**src/design/l2_consts.svh**
```systemverilog
`ifndef L2_CONSTS_SVH
`define L2_CONSTS_SVH

// L1 address split. Tag and set together give the 26-bit line address
`define L1_TAG_WIDTH       20
`define L1_SET_INDEX_WIDTH 6

// Hardware threads in the core, each owning one store buffer entry
`define NUM_STRANDS 4

// Cache line geometry
`define LINE_BITS 512
`define MASK_BITS 64

// Unit ID the L2 puts on responses meant for the store path
`define STBUF_UNIT 2'd2

// L2 request opcodes used by the store path
`define PCI_STORE      3'd1
`define PCI_STORE_SYNC 3'd5

`endif

```
**src/design/l2_pkg.sv**
```systemverilog
`include "l2_consts.svh"

package l2_pkg;

	// Data moves between L1 and L2 one full line at a time
	typedef logic [`LINE_BITS-1:0] line_data_t;

	// One enable bit per byte of the line
	typedef logic [`MASK_BITS-1:0] byte_mask_t;

	typedef logic [`L1_TAG_WIDTH-1:0] l1_tag_t;
	typedef logic [`L1_SET_INDEX_WIDTH-1:0] l1_set_t;

	// Line address as sent to L2, tag in the upper bits
	typedef logic [`L1_TAG_WIDTH+`L1_SET_INDEX_WIDTH-1:0] line_addr_t;

	typedef logic [$clog2(`NUM_STRANDS)-1:0] strand_id_t;

	// One bit per strand
	typedef logic [`NUM_STRANDS-1:0] strand_mask_t;

	typedef logic [2:0] pci_op_t;

endpackage

```
**src/design/rr_arbiter.sv**
```systemverilog
`timescale 1ns/1ps

`include "l2_consts.svh"

module rr_arbiter
(
	input  logic                 clk,
	input  logic                 rst_n_i,
	input  l2_pkg::strand_mask_t req_i,
	input  logic                 advance_i,
	output l2_pkg::strand_mask_t grant_o
);

	import l2_pkg::*;

	// Strand that currently has the highest priority
	strand_id_t prio_ptr;
	strand_id_t grant_idx;
	logic       grant_any;

	// Walk the requesters starting at the pointer and take the first one found
	always_comb
	begin : pick
		strand_id_t idx;

		grant_o = '0;
		grant_idx = prio_ptr;
		grant_any = 1'b0;
		for (int i = 0; i < `NUM_STRANDS; i++)
		begin
			idx = prio_ptr + strand_id_t'(i);
			if (!grant_any && req_i[idx])
			begin
				grant_any = 1'b1;
				grant_idx = idx;
			end
		end
		if (grant_any)
			grant_o[grant_idx] = 1'b1;
	end

	// The winner drops to lowest priority, but only once its grant is taken
	always_ff @(posedge clk)
	begin
		if (!rst_n_i)
		begin
			prio_ptr <= '0;
		end
		else if (advance_i && grant_any)
		begin
			prio_ptr <= grant_idx + 1'b1;
		end
	end

endmodule

```
**src/design/sync_store_tracker.sv**
```systemverilog
`timescale 1ns/1ps

module sync_store_tracker
(
	input  logic                 clk,
	input  logic                 rst_n_i,
	input  l2_pkg::strand_mask_t sync_req_i,
	input  l2_pkg::strand_mask_t l2_ack_i,
	input  l2_pkg::strand_id_t   ack_strand_i,
	input  logic                 status_i,
	input  l2_pkg::strand_id_t   query_strand_i,
	output logic                 need_rollback_o,
	output l2_pkg::strand_mask_t wait_o,
	output logic                 result_o
);

	import l2_pkg::*;

	// A strand is waiting between its first synchronized store and the L2 answer.
	// It is completed from that answer until it retries the store
	strand_mask_t waiting;
	strand_mask_t completed;
	strand_mask_t result_q;
	strand_mask_t ack_waiting;

	assign ack_waiting = waiting & l2_ack_i;

	// Only a strand without a stored answer has to go around again
	assign need_rollback_o = |(sync_req_i & ~completed);

	assign wait_o = waiting;

	// Status bit that the retried store hands back to the strand
	assign result_o = result_q[query_strand_i];

	always_ff @(posedge clk)
	begin
		if (!rst_n_i)
		begin
			waiting <= '0;
			completed <= '0;
			result_q <= '0;
		end
		else
		begin
			waiting <= (waiting | (sync_req_i & ~completed)) & ~l2_ack_i;

			// The retry consumes the answer, so the store after it rolls back again
			completed <= (completed | ack_waiting) & ~sync_req_i;

			if (|ack_waiting)
			begin
				result_q[ack_strand_i] <= status_i;
			end
		end
	end

endmodule

```
**src/design/store_buffer.sv**
```systemverilog
`timescale 1ns/1ps

`include "l2_consts.svh"

module store_buffer
(
	input  logic                 clk,
	input  logic                 rst_n_i,

	input  logic                 write_i,
	input  logic                 synchronized_i,
	input  l2_pkg::strand_id_t   strand_i,
	input  l2_pkg::l1_tag_t      tag_i,
	input  l2_pkg::l1_set_t      set_i,
	input  l2_pkg::line_data_t   data_i,
	input  l2_pkg::byte_mask_t   mask_i,

	output l2_pkg::line_data_t   data_o,
	output l2_pkg::byte_mask_t   mask_o,
	output logic                 rollback_o,
	output l2_pkg::strand_mask_t resume_strands_o,
	output logic                 store_update_o,
	output l2_pkg::l1_set_t      store_update_set_o,

	output logic                 l2_req_valid_o,
	output l2_pkg::pci_op_t      l2_req_op_o,
	output l2_pkg::strand_id_t   l2_req_strand_o,
	output l2_pkg::line_addr_t   l2_req_addr_o,
	output l2_pkg::line_data_t   l2_req_data_o,
	output l2_pkg::byte_mask_t   l2_req_mask_o,
	input  logic                 l2_req_ack_i,

	input  logic                 l2_resp_valid_i,
	input  logic                 l2_resp_status_i,
	input  logic [1:0]           l2_resp_unit_i,
	input  l2_pkg::strand_id_t   l2_resp_strand_i,
	input  logic                 l2_resp_update_i,

	output l2_pkg::strand_mask_t arb_req_o,
	output logic                 arb_advance_o,
	input  l2_pkg::strand_mask_t arb_grant_i,

	output l2_pkg::strand_mask_t sync_req_o,
	output l2_pkg::strand_mask_t l2_ack_o,
	input  logic                 need_sync_rollback_i,
	input  l2_pkg::strand_mask_t sync_wait_i,
	input  logic                 sync_result_i
);

	import l2_pkg::*;

	localparam int WORDS = `LINE_BITS / 32;

	// One entry per strand
	strand_mask_t entry_valid;
	strand_mask_t entry_acked;
	logic         entry_sync [`NUM_STRANDS];
	l1_tag_t      entry_tag [`NUM_STRANDS];
	l1_set_t      entry_set [`NUM_STRANDS];
	line_data_t   entry_data [`NUM_STRANDS];
	byte_mask_t   entry_mask [`NUM_STRANDS];

	// Issue state. At most one request is outstanding towards L2
	logic         issue_pending;
	strand_id_t   issue_entry;
	strand_id_t   grant_idx;

	// Strands parked because their entry was occupied
	strand_mask_t store_wait;
	logic         full_q;
	logic         sync_rollback_q;

	strand_mask_t strand_bit;
	strand_mask_t finish_mask;
	logic         resp_hit;
	logic         store_complete;
	logic         collision;
	logic         full;
	logic         enqueue;

	assign strand_bit = strand_mask_t'(1) << strand_i;

	assign resp_hit = l2_resp_valid_i && (l2_resp_unit_i == `STBUF_UNIT);
	assign finish_mask = resp_hit ? (strand_mask_t'(1) << l2_resp_strand_i) : '0;
	assign store_complete = resp_hit && entry_valid[l2_resp_strand_i];

	// A store arriving in the same cycle its strand's entry retires may take the entry over
	assign collision = store_complete && write_i && (strand_i == l2_resp_strand_i);

	assign full = write_i && entry_valid[strand_i] && !collision;

	// A synchronized store is queued only on the attempt that rolls back.
	// The retry just picks up the L2 status
	assign enqueue = write_i && (!entry_valid[strand_i] || collision)
		&& (!synchronized_i || need_sync_rollback_i);

	assign sync_req_o = (write_i && synchronized_i && !entry_valid[strand_i]) ? strand_bit : '0;
	assign l2_ack_o = finish_mask;

	assign arb_req_o = entry_valid & ~entry_acked;
	assign arb_advance_o = !issue_pending;

	always_comb
	begin
		grant_idx = '0;
		for (int i = `NUM_STRANDS - 1; i >= 0; i--)
		begin
			if (arb_grant_i[i])
				grant_idx = strand_id_t'(i);
		end
	end

	assign l2_req_valid_o = issue_pending;
	assign l2_req_op_o = entry_sync[issue_entry] ? `PCI_STORE_SYNC : `PCI_STORE;
	assign l2_req_strand_o = issue_entry;
	assign l2_req_addr_o = {entry_tag[issue_entry], entry_set[issue_entry]};
	assign l2_req_data_o = entry_data[issue_entry];
	assign l2_req_mask_o = entry_mask[issue_entry];

	assign store_update_o = resp_hit && l2_resp_update_i;
	assign store_update_set_o = resp_hit ? entry_set[l2_resp_strand_i] : '0;

	assign rollback_o = full_q || sync_rollback_q;

	// Only the same strand sees its own pending store
	always_ff @(posedge clk)
	begin
		if (write_i && synchronized_i)
		begin
			mask_o <= '1;
			data_o <= {WORDS{31'd0, sync_result_i}};
		end
		else if (entry_valid[strand_i] && entry_tag[strand_i] == tag_i
			&& entry_set[strand_i] == set_i)
		begin
			mask_o <= entry_mask[strand_i];
			data_o <= entry_data[strand_i];
		end
		else
		begin
			mask_o <= '0;
			data_o <= '0;
		end
	end

	always_ff @(posedge clk)
	begin
		if (enqueue)
		begin
			entry_tag[strand_i] <= tag_i;
			entry_set[strand_i] <= set_i;
			entry_data[strand_i] <= data_i;
			entry_mask[strand_i] <= mask_i;
			entry_sync[strand_i] <= synchronized_i;
		end
	end

	always_ff @(posedge clk)
	begin
		if (!rst_n_i)
		begin
			entry_valid <= '0;
			entry_acked <= '0;
			issue_pending <= 1'b0;
			issue_entry <= '0;
		end
		else
		begin
			if (enqueue)
				entry_valid[strand_i] <= 1'b1;

			// A fresh grant is taken only once the previous ack has cleared
			if (issue_pending)
			begin
				if (l2_req_ack_i)
				begin
					entry_acked[issue_entry] <= 1'b1;
					issue_pending <= 1'b0;
				end
			end
			else if (|arb_grant_i)
			begin
				issue_entry <= grant_idx;
				issue_pending <= 1'b1;
			end

			// The response retires the entry. A replacing store keeps it valid and re-issues
			if (store_complete)
			begin
				if (!collision)
					entry_valid[l2_resp_strand_i] <= 1'b0;
				entry_acked[l2_resp_strand_i] <= 1'b0;
			end
		end
	end

	// Resume comes a cycle late so the strand has already been suspended
	always_ff @(posedge clk)
	begin
		if (!rst_n_i)
		begin
			store_wait <= '0;
			full_q <= 1'b0;
			sync_rollback_q <= 1'b0;
			resume_strands_o <= '0;
		end
		else
		begin
			store_wait <= (store_wait & ~finish_mask) | (full ? strand_bit : '0);
			full_q <= full;
			sync_rollback_q <= need_sync_rollback_i;
			resume_strands_o <= (finish_mask & store_wait) | (finish_mask & sync_wait_i);
		end
	end

endmodule

```
**src/design/store_path_top.sv**
```systemverilog
`timescale 1ns/1ps

module store_path_top
(
	input  logic                 clk,
	input  logic                 rst_n_i,

	input  logic                 write_i,
	input  logic                 synchronized_i,
	input  l2_pkg::strand_id_t   strand_i,
	input  l2_pkg::l1_tag_t      tag_i,
	input  l2_pkg::l1_set_t      set_i,
	input  l2_pkg::line_data_t   data_i,
	input  l2_pkg::byte_mask_t   mask_i,

	output l2_pkg::line_data_t   data_o,
	output l2_pkg::byte_mask_t   mask_o,
	output logic                 rollback_o,
	output l2_pkg::strand_mask_t resume_strands_o,
	output logic                 store_update_o,
	output l2_pkg::l1_set_t      store_update_set_o,

	output logic                 l2_req_valid_o,
	output l2_pkg::pci_op_t      l2_req_op_o,
	output l2_pkg::strand_id_t   l2_req_strand_o,
	output l2_pkg::line_addr_t   l2_req_addr_o,
	output l2_pkg::line_data_t   l2_req_data_o,
	output l2_pkg::byte_mask_t   l2_req_mask_o,
	input  logic                 l2_req_ack_i,

	input  logic                 l2_resp_valid_i,
	input  logic                 l2_resp_status_i,
	input  logic [1:0]           l2_resp_unit_i,
	input  l2_pkg::strand_id_t   l2_resp_strand_i,
	input  logic                 l2_resp_update_i
);

	import l2_pkg::*;

	strand_mask_t arb_req;
	strand_mask_t arb_grant;
	logic         arb_advance;
	strand_mask_t sync_req;
	strand_mask_t l2_ack;
	strand_mask_t sync_wait;
	logic         need_sync_rollback;
	logic         sync_result;

	store_buffer u_store_buffer
	(
		.clk                  (clk),
		.rst_n_i              (rst_n_i),
		.write_i              (write_i),
		.synchronized_i       (synchronized_i),
		.strand_i             (strand_i),
		.tag_i                (tag_i),
		.set_i                (set_i),
		.data_i               (data_i),
		.mask_i               (mask_i),
		.data_o               (data_o),
		.mask_o               (mask_o),
		.rollback_o           (rollback_o),
		.resume_strands_o     (resume_strands_o),
		.store_update_o       (store_update_o),
		.store_update_set_o   (store_update_set_o),
		.l2_req_valid_o       (l2_req_valid_o),
		.l2_req_op_o          (l2_req_op_o),
		.l2_req_strand_o      (l2_req_strand_o),
		.l2_req_addr_o        (l2_req_addr_o),
		.l2_req_data_o        (l2_req_data_o),
		.l2_req_mask_o        (l2_req_mask_o),
		.l2_req_ack_i         (l2_req_ack_i),
		.l2_resp_valid_i      (l2_resp_valid_i),
		.l2_resp_status_i     (l2_resp_status_i),
		.l2_resp_unit_i       (l2_resp_unit_i),
		.l2_resp_strand_i     (l2_resp_strand_i),
		.l2_resp_update_i     (l2_resp_update_i),
		.arb_req_o            (arb_req),
		.arb_advance_o        (arb_advance),
		.arb_grant_i          (arb_grant),
		.sync_req_o           (sync_req),
		.l2_ack_o             (l2_ack),
		.need_sync_rollback_i (need_sync_rollback),
		.sync_wait_i          (sync_wait),
		.sync_result_i        (sync_result)
	);

	rr_arbiter u_rr_arbiter
	(
		.clk       (clk),
		.rst_n_i   (rst_n_i),
		.req_i     (arb_req),
		.advance_i (arb_advance),
		.grant_o   (arb_grant)
	);

	// The tracker sees the raw response strand and status, and the strand of the current access
	sync_store_tracker u_sync_store_tracker
	(
		.clk             (clk),
		.rst_n_i         (rst_n_i),
		.sync_req_i      (sync_req),
		.l2_ack_i        (l2_ack),
		.ack_strand_i    (l2_resp_strand_i),
		.status_i        (l2_resp_status_i),
		.query_strand_i  (strand_i),
		.need_rollback_o (need_sync_rollback),
		.wait_o          (sync_wait),
		.result_o        (sync_result)
	);

endmodule

```
**config.mk**
```make
export PLATFORM = sky130hd
export DESIGN_NAME = store_path_top
export DESIGN_NICKNAME = d
export VERILOG_FILES = /design/src/design/l2_pkg.sv /design/src/design/rr_arbiter.sv /design/src/design/sync_store_tracker.sv /design/src/design/store_buffer.sv /design/src/design/store_path_top.sv
export VERILOG_INCLUDE_DIRS = /design/src /design/src/design
export SDC_FILE = /design/constraint.sdc
export NUM_CORES = 2
export LEC_CHECK = 0
export BUFFER_PORTS_ARGS = -buffer_cell sky130_fd_sc_hd__buf_2
export CAP_MARGIN = 20
export CORE_AREA = 2 2 714 716
export DETAILED_ROUTE_END_ITERATION = 6
export DIE_AREA = 0 0 716 718
export SLEW_MARGIN = 20
export SYNTH_ARGS = -nofsm -noshare
export SYNTH_HDL_FRONTEND = slang
export SYNTH_SLANG_ARGS = --single-unit
```
**constraint.sdc**
```tcl
create_clock -name clk -period 109.9 [get_ports clk]
set_clock_uncertainty 0.05 [all_clocks]
set_input_delay 16.485 -clock clk [delete_from_list [all_inputs] [get_ports clk]]
set_output_delay 16.485 -clock clk [all_outputs]
set_load 0.01 [all_outputs]
```
### Word level (Yosys, flattened, before mapping)

Memory sizes are Yosys's and may differ from the RTL's. A register that Yosys moved wholly into a read port is not among the register bits.
Index checks and enable logic that the tools add are counted.

| storage, ports and cells | value |
|---|---|
| memories | 5 |
| memory bits (writable) | 2,412 |
| register bits | 611 |
| bits of input ports | 616 |
| word-level logic and storage cells | 166 |
| output and inout bits | 1,196 |

Memories:

| memory | words | width | rd ports | clocked after memory_dff | wr ports | line | RTL |
|---|---|---|---|---|---|---|---|
| u_store_buffer.entry_data | 4 | 512 | 2 | 1 | 1 | store_buffer.sv:60 | `` line_data_t entry_data [`NUM_STRANDS]; `` |
| u_store_buffer.entry_mask | 4 | 64 | 2 | 1 | 1 | store_buffer.sv:61 | `` byte_mask_t entry_mask [`NUM_STRANDS]; `` |
| u_store_buffer.entry_tag | 4 | 20 | 2 | 1 | 1 | store_buffer.sv:58 | `` l1_tag_t entry_tag [`NUM_STRANDS]; `` |
| u_store_buffer.entry_set | 4 | 6 | 3 | 1 | 1 | store_buffer.sv:59 | `` l1_set_t entry_set [`NUM_STRANDS]; `` |
| u_store_buffer.entry_sync | 4 | 1 | 1 | 1 | 1 | store_buffer.sv:57 | `` logic entry_sync [`NUM_STRANDS]; `` |

| operators by class | value |
|---|---|
| mux-type cells | 66 |
| bitwise logic cells | 22 |
| magnitude comparators | 12 |
| $add $sub $neg | 4 |
| shift operators | 2 |
| reductions and logical operators | 36 |
| equality and inequality tests | 4 |

Operators with widths:

| operator | number |
|---|---|
| two-way mux 481 bit | 2 |
| two-way mux 64 bit | 1 |
| two-way mux 4 bit | 12 |
| bitwise AND 4 bit | 9 |
| two-way mux 2 bit | 17 |
| < comparator 2 x 3 -> 1 bit (second input constant) | 8 |
| OR 4 bit | 6 |
| logical AND 1 bit | 21 |
| equality test 20 bit | 1 |
| two-way mux 1 bit | 20 |
| inverter 4 bit | 5 |
| binary-select mux 1 bit (select 2 bit) | 7 |
| OR reduction 4 bit | 3 |
| demux 1 bit (select 2 bit) | 4 |
| greater-or-equal comparator 2 x 1 -> 1 bit (second input constant) | 4 |
| << shifter 1 x 2 -> 4 bit (first input constant) | 2 |
| zero test 1 bit | 7 |
| equality test 6 bit | 1 |
| two-way mux 6 bit | 1 |
| adder 2 x 1 -> 2 bit (second input constant) | 2 |
| adder 2 bit (second input constant) | 2 |
| bitwise mux 4 bit | 1 |
| logical OR 1 bit | 3 |
| two-way mux 3 bit | 1 |
| 5 further kinds | 6 |

### Longest topological paths before layout

| logic depth | value |
|---|---|
| depth in word-level cells | 25 |
| mapped depth | 13 |
| depth with buffers taken out | 10 |

### By module

A second synthesis with hierarchy kept.

| unflattened totals | value |
|---|---|
| cells, all modules | 5,407 |
| area total of the unflattened synthesis | 122,488.7 um2 |

By module, submodules not included:

| module | sequential area each (um2) | instances | cells each | area each (um2) |
|---|---|---|---|---|
| store_buffer | 84,421.0 | 1 | 5,318 | 121,652.9 |
| sync_store_tracker | 240.2 | 1 | 57 | 545.5 |
| rr_arbiter | 40.0 | 1 | 32 | 290.3 |

### Worst setup path after synthesis

No wires, ideal clock.

| path | value |
|---|---|
| path type | input to register |
| from | input port strand_i[1] |
| to | memory u_store_buffer.entry_data[0][0] (netlist name) (enable) |
| path slack | 48.803 ns |
| setup time | 2.311 ns |
| buffers on the path | 4 |
| required time | 107.539 ns |
| data arrival time | 58.735 ns |
| stages | 9 |
| path through | clkbuf_1 -> buf_2 -> buf_2 -> mux4_2 -> nand2b_1 -> clkbuf_1 -> o21ai_0 -> nand3_1 -> nor3_1 |

| between the ends | value |
|---|---|
| longest elaborated chain between the ends | 11 |
| elaborated cells on any way between the ends | 16 |
| those cells by class | 1 x eq/ne; 1 x shift; 5 x mux; 1 x bitwise; 8 x reduce/logical |

RTL lines:

| what | line | RTL |
|---|---|---|
| start, declared | store_path_top.sv:10 | `input l2_pkg::strand_id_t strand_i,` |
| binary-select mux 1 bit (select 2 bit) | store_buffer.sv:94, store_buffer.sv:97 |  |
| two-way mux 1 bit (not written as such) | store_buffer.sv:94, store_buffer.sv:97 |  |
| zero test 1 bit | store_buffer.sv:94, store_buffer.sv:97 |  |
| logical AND 1 bit | store_buffer.sv:97 | `assign sync_req_o = (write_i && synchronized_i && !entry_valid[strand_i]) ? strand_bit : '0;` |
| two-way mux 4 bit | store_buffer.sv:97 |  |
| bitwise AND 4 bit | sync_store_tracker.sv:29 | `assign need_rollback_o = \|(sync_req_i & ~completed);` |
| OR reduction 4 bit | sync_store_tracker.sv:29 |  |
| logical OR 1 bit | store_buffer.sv:95 | `&& (!synchronized_i \|\| need_sync_rollback_i);` |
| logical AND 1 bit | store_buffer.sv:95 |  |
| two-way mux 1 bit | store_buffer.sv:148 | `if (enqueue)` |
| two-way mux 1 bit (not written as such) | store_buffer.sv:152 | `entry_data[strand_i] <= data_i;` |
| end, declared | store_buffer.sv:60 |  |

Several ways; a longest one is shown, not always the timed one. The select of a mux whose other input is x is not followed.

### Worst setup path after layout

| path | value |
|---|---|
| from | input port l2_resp_unit_i[0] |
| to | output port store_update_o |

| between the ends | value |
|---|---|
| longest elaborated chain between the ends | 3 |

RTL lines:

| what | line | RTL |
|---|---|---|
| start, declared | store_path_top.sv:33 | `input logic [1:0] l2_resp_unit_i,` |
| equality test 2 bit (no line) | n/a |  |
| logical AND 1 bit | store_buffer.sv:83 | `` assign resp_hit = l2_resp_valid_i && (l2_resp_unit_i == `STBUF_UNIT); `` |
| logical AND 1 bit | store_buffer.sv:120 | `assign store_update_o = resp_hit && l2_resp_update_i;` |
| end, declared | store_path_top.sv:20 | `output logic store_update_o,` |

Every way passes these cells.

==> flow_summary_export.csv <==
group,metric,value,unit
setup_path,crit_fanout,15,
setup_path,critPathKind,"in2out",
yosys,synth_edf_count,2412,
final_layout,drive_above_1_share,47.5,%
sta,fmax,0.0290,GHz
sta,tightest_slew,1.40,ns
yosys,yosys_warnings,0,
sta,slew_headroom,6.50,%
die,die_area,514000,um^2
yosys,synth-compound-area-share,0.669,%
die,initial_core_util,23.6,%
setup_path,crit_arrival,17.96,ns
setup_path,worstSetupEndpointType,"output port",
routing,routedWlPerCell,33.0,um
clock_tree,cts-resized-gates,0,
sta,setup_tns,0,ns
yosys,synthMuxAreaShare,22.9,%
die,io_pins,1812,
yosys,synth_top_family_by_area,"multiplexers",
clock_tree,h-tree-depth,5,
yosys,synthCells,5562,
sta,period_share,31.4,%
place,gp_congestion,0.905,
yosys,syn_avg_cell_area,21.5,um^2
routing,met3_length,58.5,mm
clock_tree,clockRootBuffer,"clkbuf_16",
yosys,async_flop_share,0,%
routing,drtAntennaViolNets,0,
routing,drt-initial-drc-count,8139,
flow_run,drv_cap,0,
die,die_h,718,um
routing,dr_wl_met2,218,mm
final_layout,area_delta_synth_final,23.8,%
power,p_leak,49.0,nW
clock_tree,clock_path_buffers,4,
sta,hold_viol,0,
sta,drv_slew,0,
clock_tree,post_cts_buffers,0,
die,die_w,716,um
clock_tree,cts_tree,"built",
setup_path,critPathLaunch,"l2_resp_unit_i[0]",
global_routing,grt_pass1_vias,70500,
global_routing,grt_overflow,0,
power,power_density,19.3,nW/um^2
global_routing,grt_pass1_wl,636,mm
final_layout,layout_common_cells,"edfxtp_1 (2412), buf_2 (1807), mux4_2 (1206), dfxtp_1 (611), nor3b_1 (499)",
final_layout,nNetsFinal,8019,
sta,finalCriticalPeriod,34.50,ns
setup_path,worstReg2RegStart,"u_store_buffer.entry_valid[3]",
clock_tree,numCtsBuffers,329,
routing,dr.pass1.iters,6,
yosys,synth-main-ff-cell,"edfxtp_1",
place,hpwl,348,mm
global_routing,grt_start_max_net_pins,164,
worst_hold_path,min_path_type,"reg2reg",
clock_tree,numClockSinks,3025,
final_layout,filler_cell_count,49700,
global_routing,antenna_found_initial,258,
routing,avgViaCountPerCell,4.78,
power,vdd_ir_drop_max,0.0154,mV
setup_path,worstPathRequired,93.37,ns
yosys,synth_fa_ha_area_share,0.0418,%
status,status,"finished, final reports clean",
sta,setup_viol,0,
clock_tree,holdBufCountCts,0,
routing,wl,479,mm
routing,drc,0,
yosys,synth.distinct_cells,49,
die,core,507000,um^2
final_layout,layout_commonest_cell,"edfxtp_1",
routing,drt-met1-wl,174,mm
place,io_buffers,1809,
die,num_rows,262,
yosys,ys_ff_latch,3025,
sta,holdWs,0.407,ns
routing,top_layer,"met5",
global_routing,grtUsageTotal,17.9,%
setup_path,critPathLaunchType,"input port",
yosys,syn_nets,6182,
yosys,yosys.area_share.simple,3.96,%
clock_tree,clkLatencyLatePin,0.95,ns
worst_hold_path,holdCritStartpoint,"u_store_buffer.store_wait[3]",
sta,rsz0062_at_grt,"false",
yosys,synth-xor-area-share,0.183,%
routing,num_vias,69500,
clock_tree,clk_pin_slew,0.06,ns
sta,fin_ws,75.40,ns
yosys,syn_area,120000,um^2
yosys,seq_area_frac_synth,70.8,%
place,place_ws,75.39,ns
==> power by group <==
part	internal, W	switching [W]	total (W)
sequential	0.00127	0.0000141	0.00128
combinational	0.000155	0.000283	0.000438
clock	0.000656	0.000479	0.00113
==> critical path: stages <==
cell and delay, ns:
buf_2 0.11, nand3b_1 0.62, inv_1 0.33, and2_1 0.24, buf_2 0.17
==> final timing paths <==
| kind | to | slack [ns] | cells past startpoint |
|---|---|---|---|
| worst min register to register | u_store_buffer.store_wait[3] | 0.41 | 2 |
| worst max-delay path | store_update_o | 75.40 | 5 |
| worst max register to register | u_store_buffer.entry_data[3][262] | 102.57 | 11 |
| worst min-delay path | u_store_buffer.store_wait[3] | 0.41 | 2 |
==> layer usage <==
layer / vias up / GRT usage (%)
met2: 3934 / 27.6
met4: 110 / 9.46
met3: 903 / 7.66
li1: 27400 / -
met1: 37200 / 21.2
met5: - / 0
==> synthesized netlist by cell type, types with 6 or more instances <==
cell type | n | area, um^2
clkbuf_1 | 230 | 863
nor2b_1 | 13 | 81.3
a2bb2oi_1 | 6 | 52.6
mux2i_1 | 26 | 260
a21oi_1 | 20 | 100
nand4_1 | 8 | 50.1
dfxtp_1 | 613 | 12300
nand2b_1 | 13 | 81.3
nand2_1 | 25 | 93.8
edfxtp_1 | 2412 | 72400
nor3_1 | 13 | 65.1
mux4_2 | 1206 | 27200
o21ai_0 | 89 | 445
nor2_1 | 25 | 93.8
nand3_1 | 90 | 450
nor3b_1 | 499 | 3750
xor2_1 | 11 | 96.3
buf_1 | 125 | 469
inv_1 | 14 | 52.6
buf_2 | 64 | 320
xnor2_1 | 14 | 123
==> per-stage QoR <==
step / area, um^2 / utilization, % / instances / total power [W]
3_3_place_gp: 137000 / 27.0 / 13800 / 0.00175
5_1_grt: 148000 / 29.2 / 14500 / 0.00294
3_5_place_dp: 137000 / 27.0 / 13800 / 0.00175
2_1_floorplan: 120000 / - / 5562 / 0.00154
4_1_cts: 148000 / 29.2 / 14400 / 0.00289
6_report: 148000 / 29.2 / 14500 / 0.00285
==> state kept, by name, summed over array words and instances (netlist names), named ones only <==
name and cells:
u_store_buffer.l2_req_valid_o 1, u_rr_arbiter.prio_ptr 2, u_store_buffer.full_q 1, u_store_buffer.resume_strands_o 4, u_store_buffer.entry_valid 4, u_sync_store_tracker.completed 4
u_store_buffer.entry_sync 4, u_store_buffer.entry_mask 256, u_store_buffer.entry_acked 4, u_store_buffer.mask_o 64, u_store_buffer.sync_rollback_q 1, u_store_buffer.l2_req_strand_o 2
u_store_buffer.entry_tag 80, u_sync_store_tracker.wait_o 4, u_store_buffer.entry_set 24, u_store_buffer.data_o 512, u_store_buffer.store_wait 4, u_sync_store_tracker.result_q 4
u_store_buffer.entry_data 2048
==> cells by family after synthesis <==
group / after synthesis
multiplexers: 1234
adder cells (fa/ha/maj): 4
buffers and inverters: 435
AO/OA/AOI/OAI: 141
AND/OR/NAND/NOR: 696
other: 2
XOR/XNOR: 25
flip-flops: 3025
==> layout make-up <==
type	count	area [um^2]	share of cell area, %
Sequential cell	3025	84700	57.2
Multi-Input combinational cell	2102	33300	22.5
Timing Repair Buffer	1927	10300	6.92
Clock buffer	461	9250	6.24
Tap cell	6732	8420	5.68
Clock inverter	150	1860	1.26
Antenna cell	121	303	0.204
Inverter	14	52.6	0.0355
No activity file was read; power rests on OpenSTA's default activity.
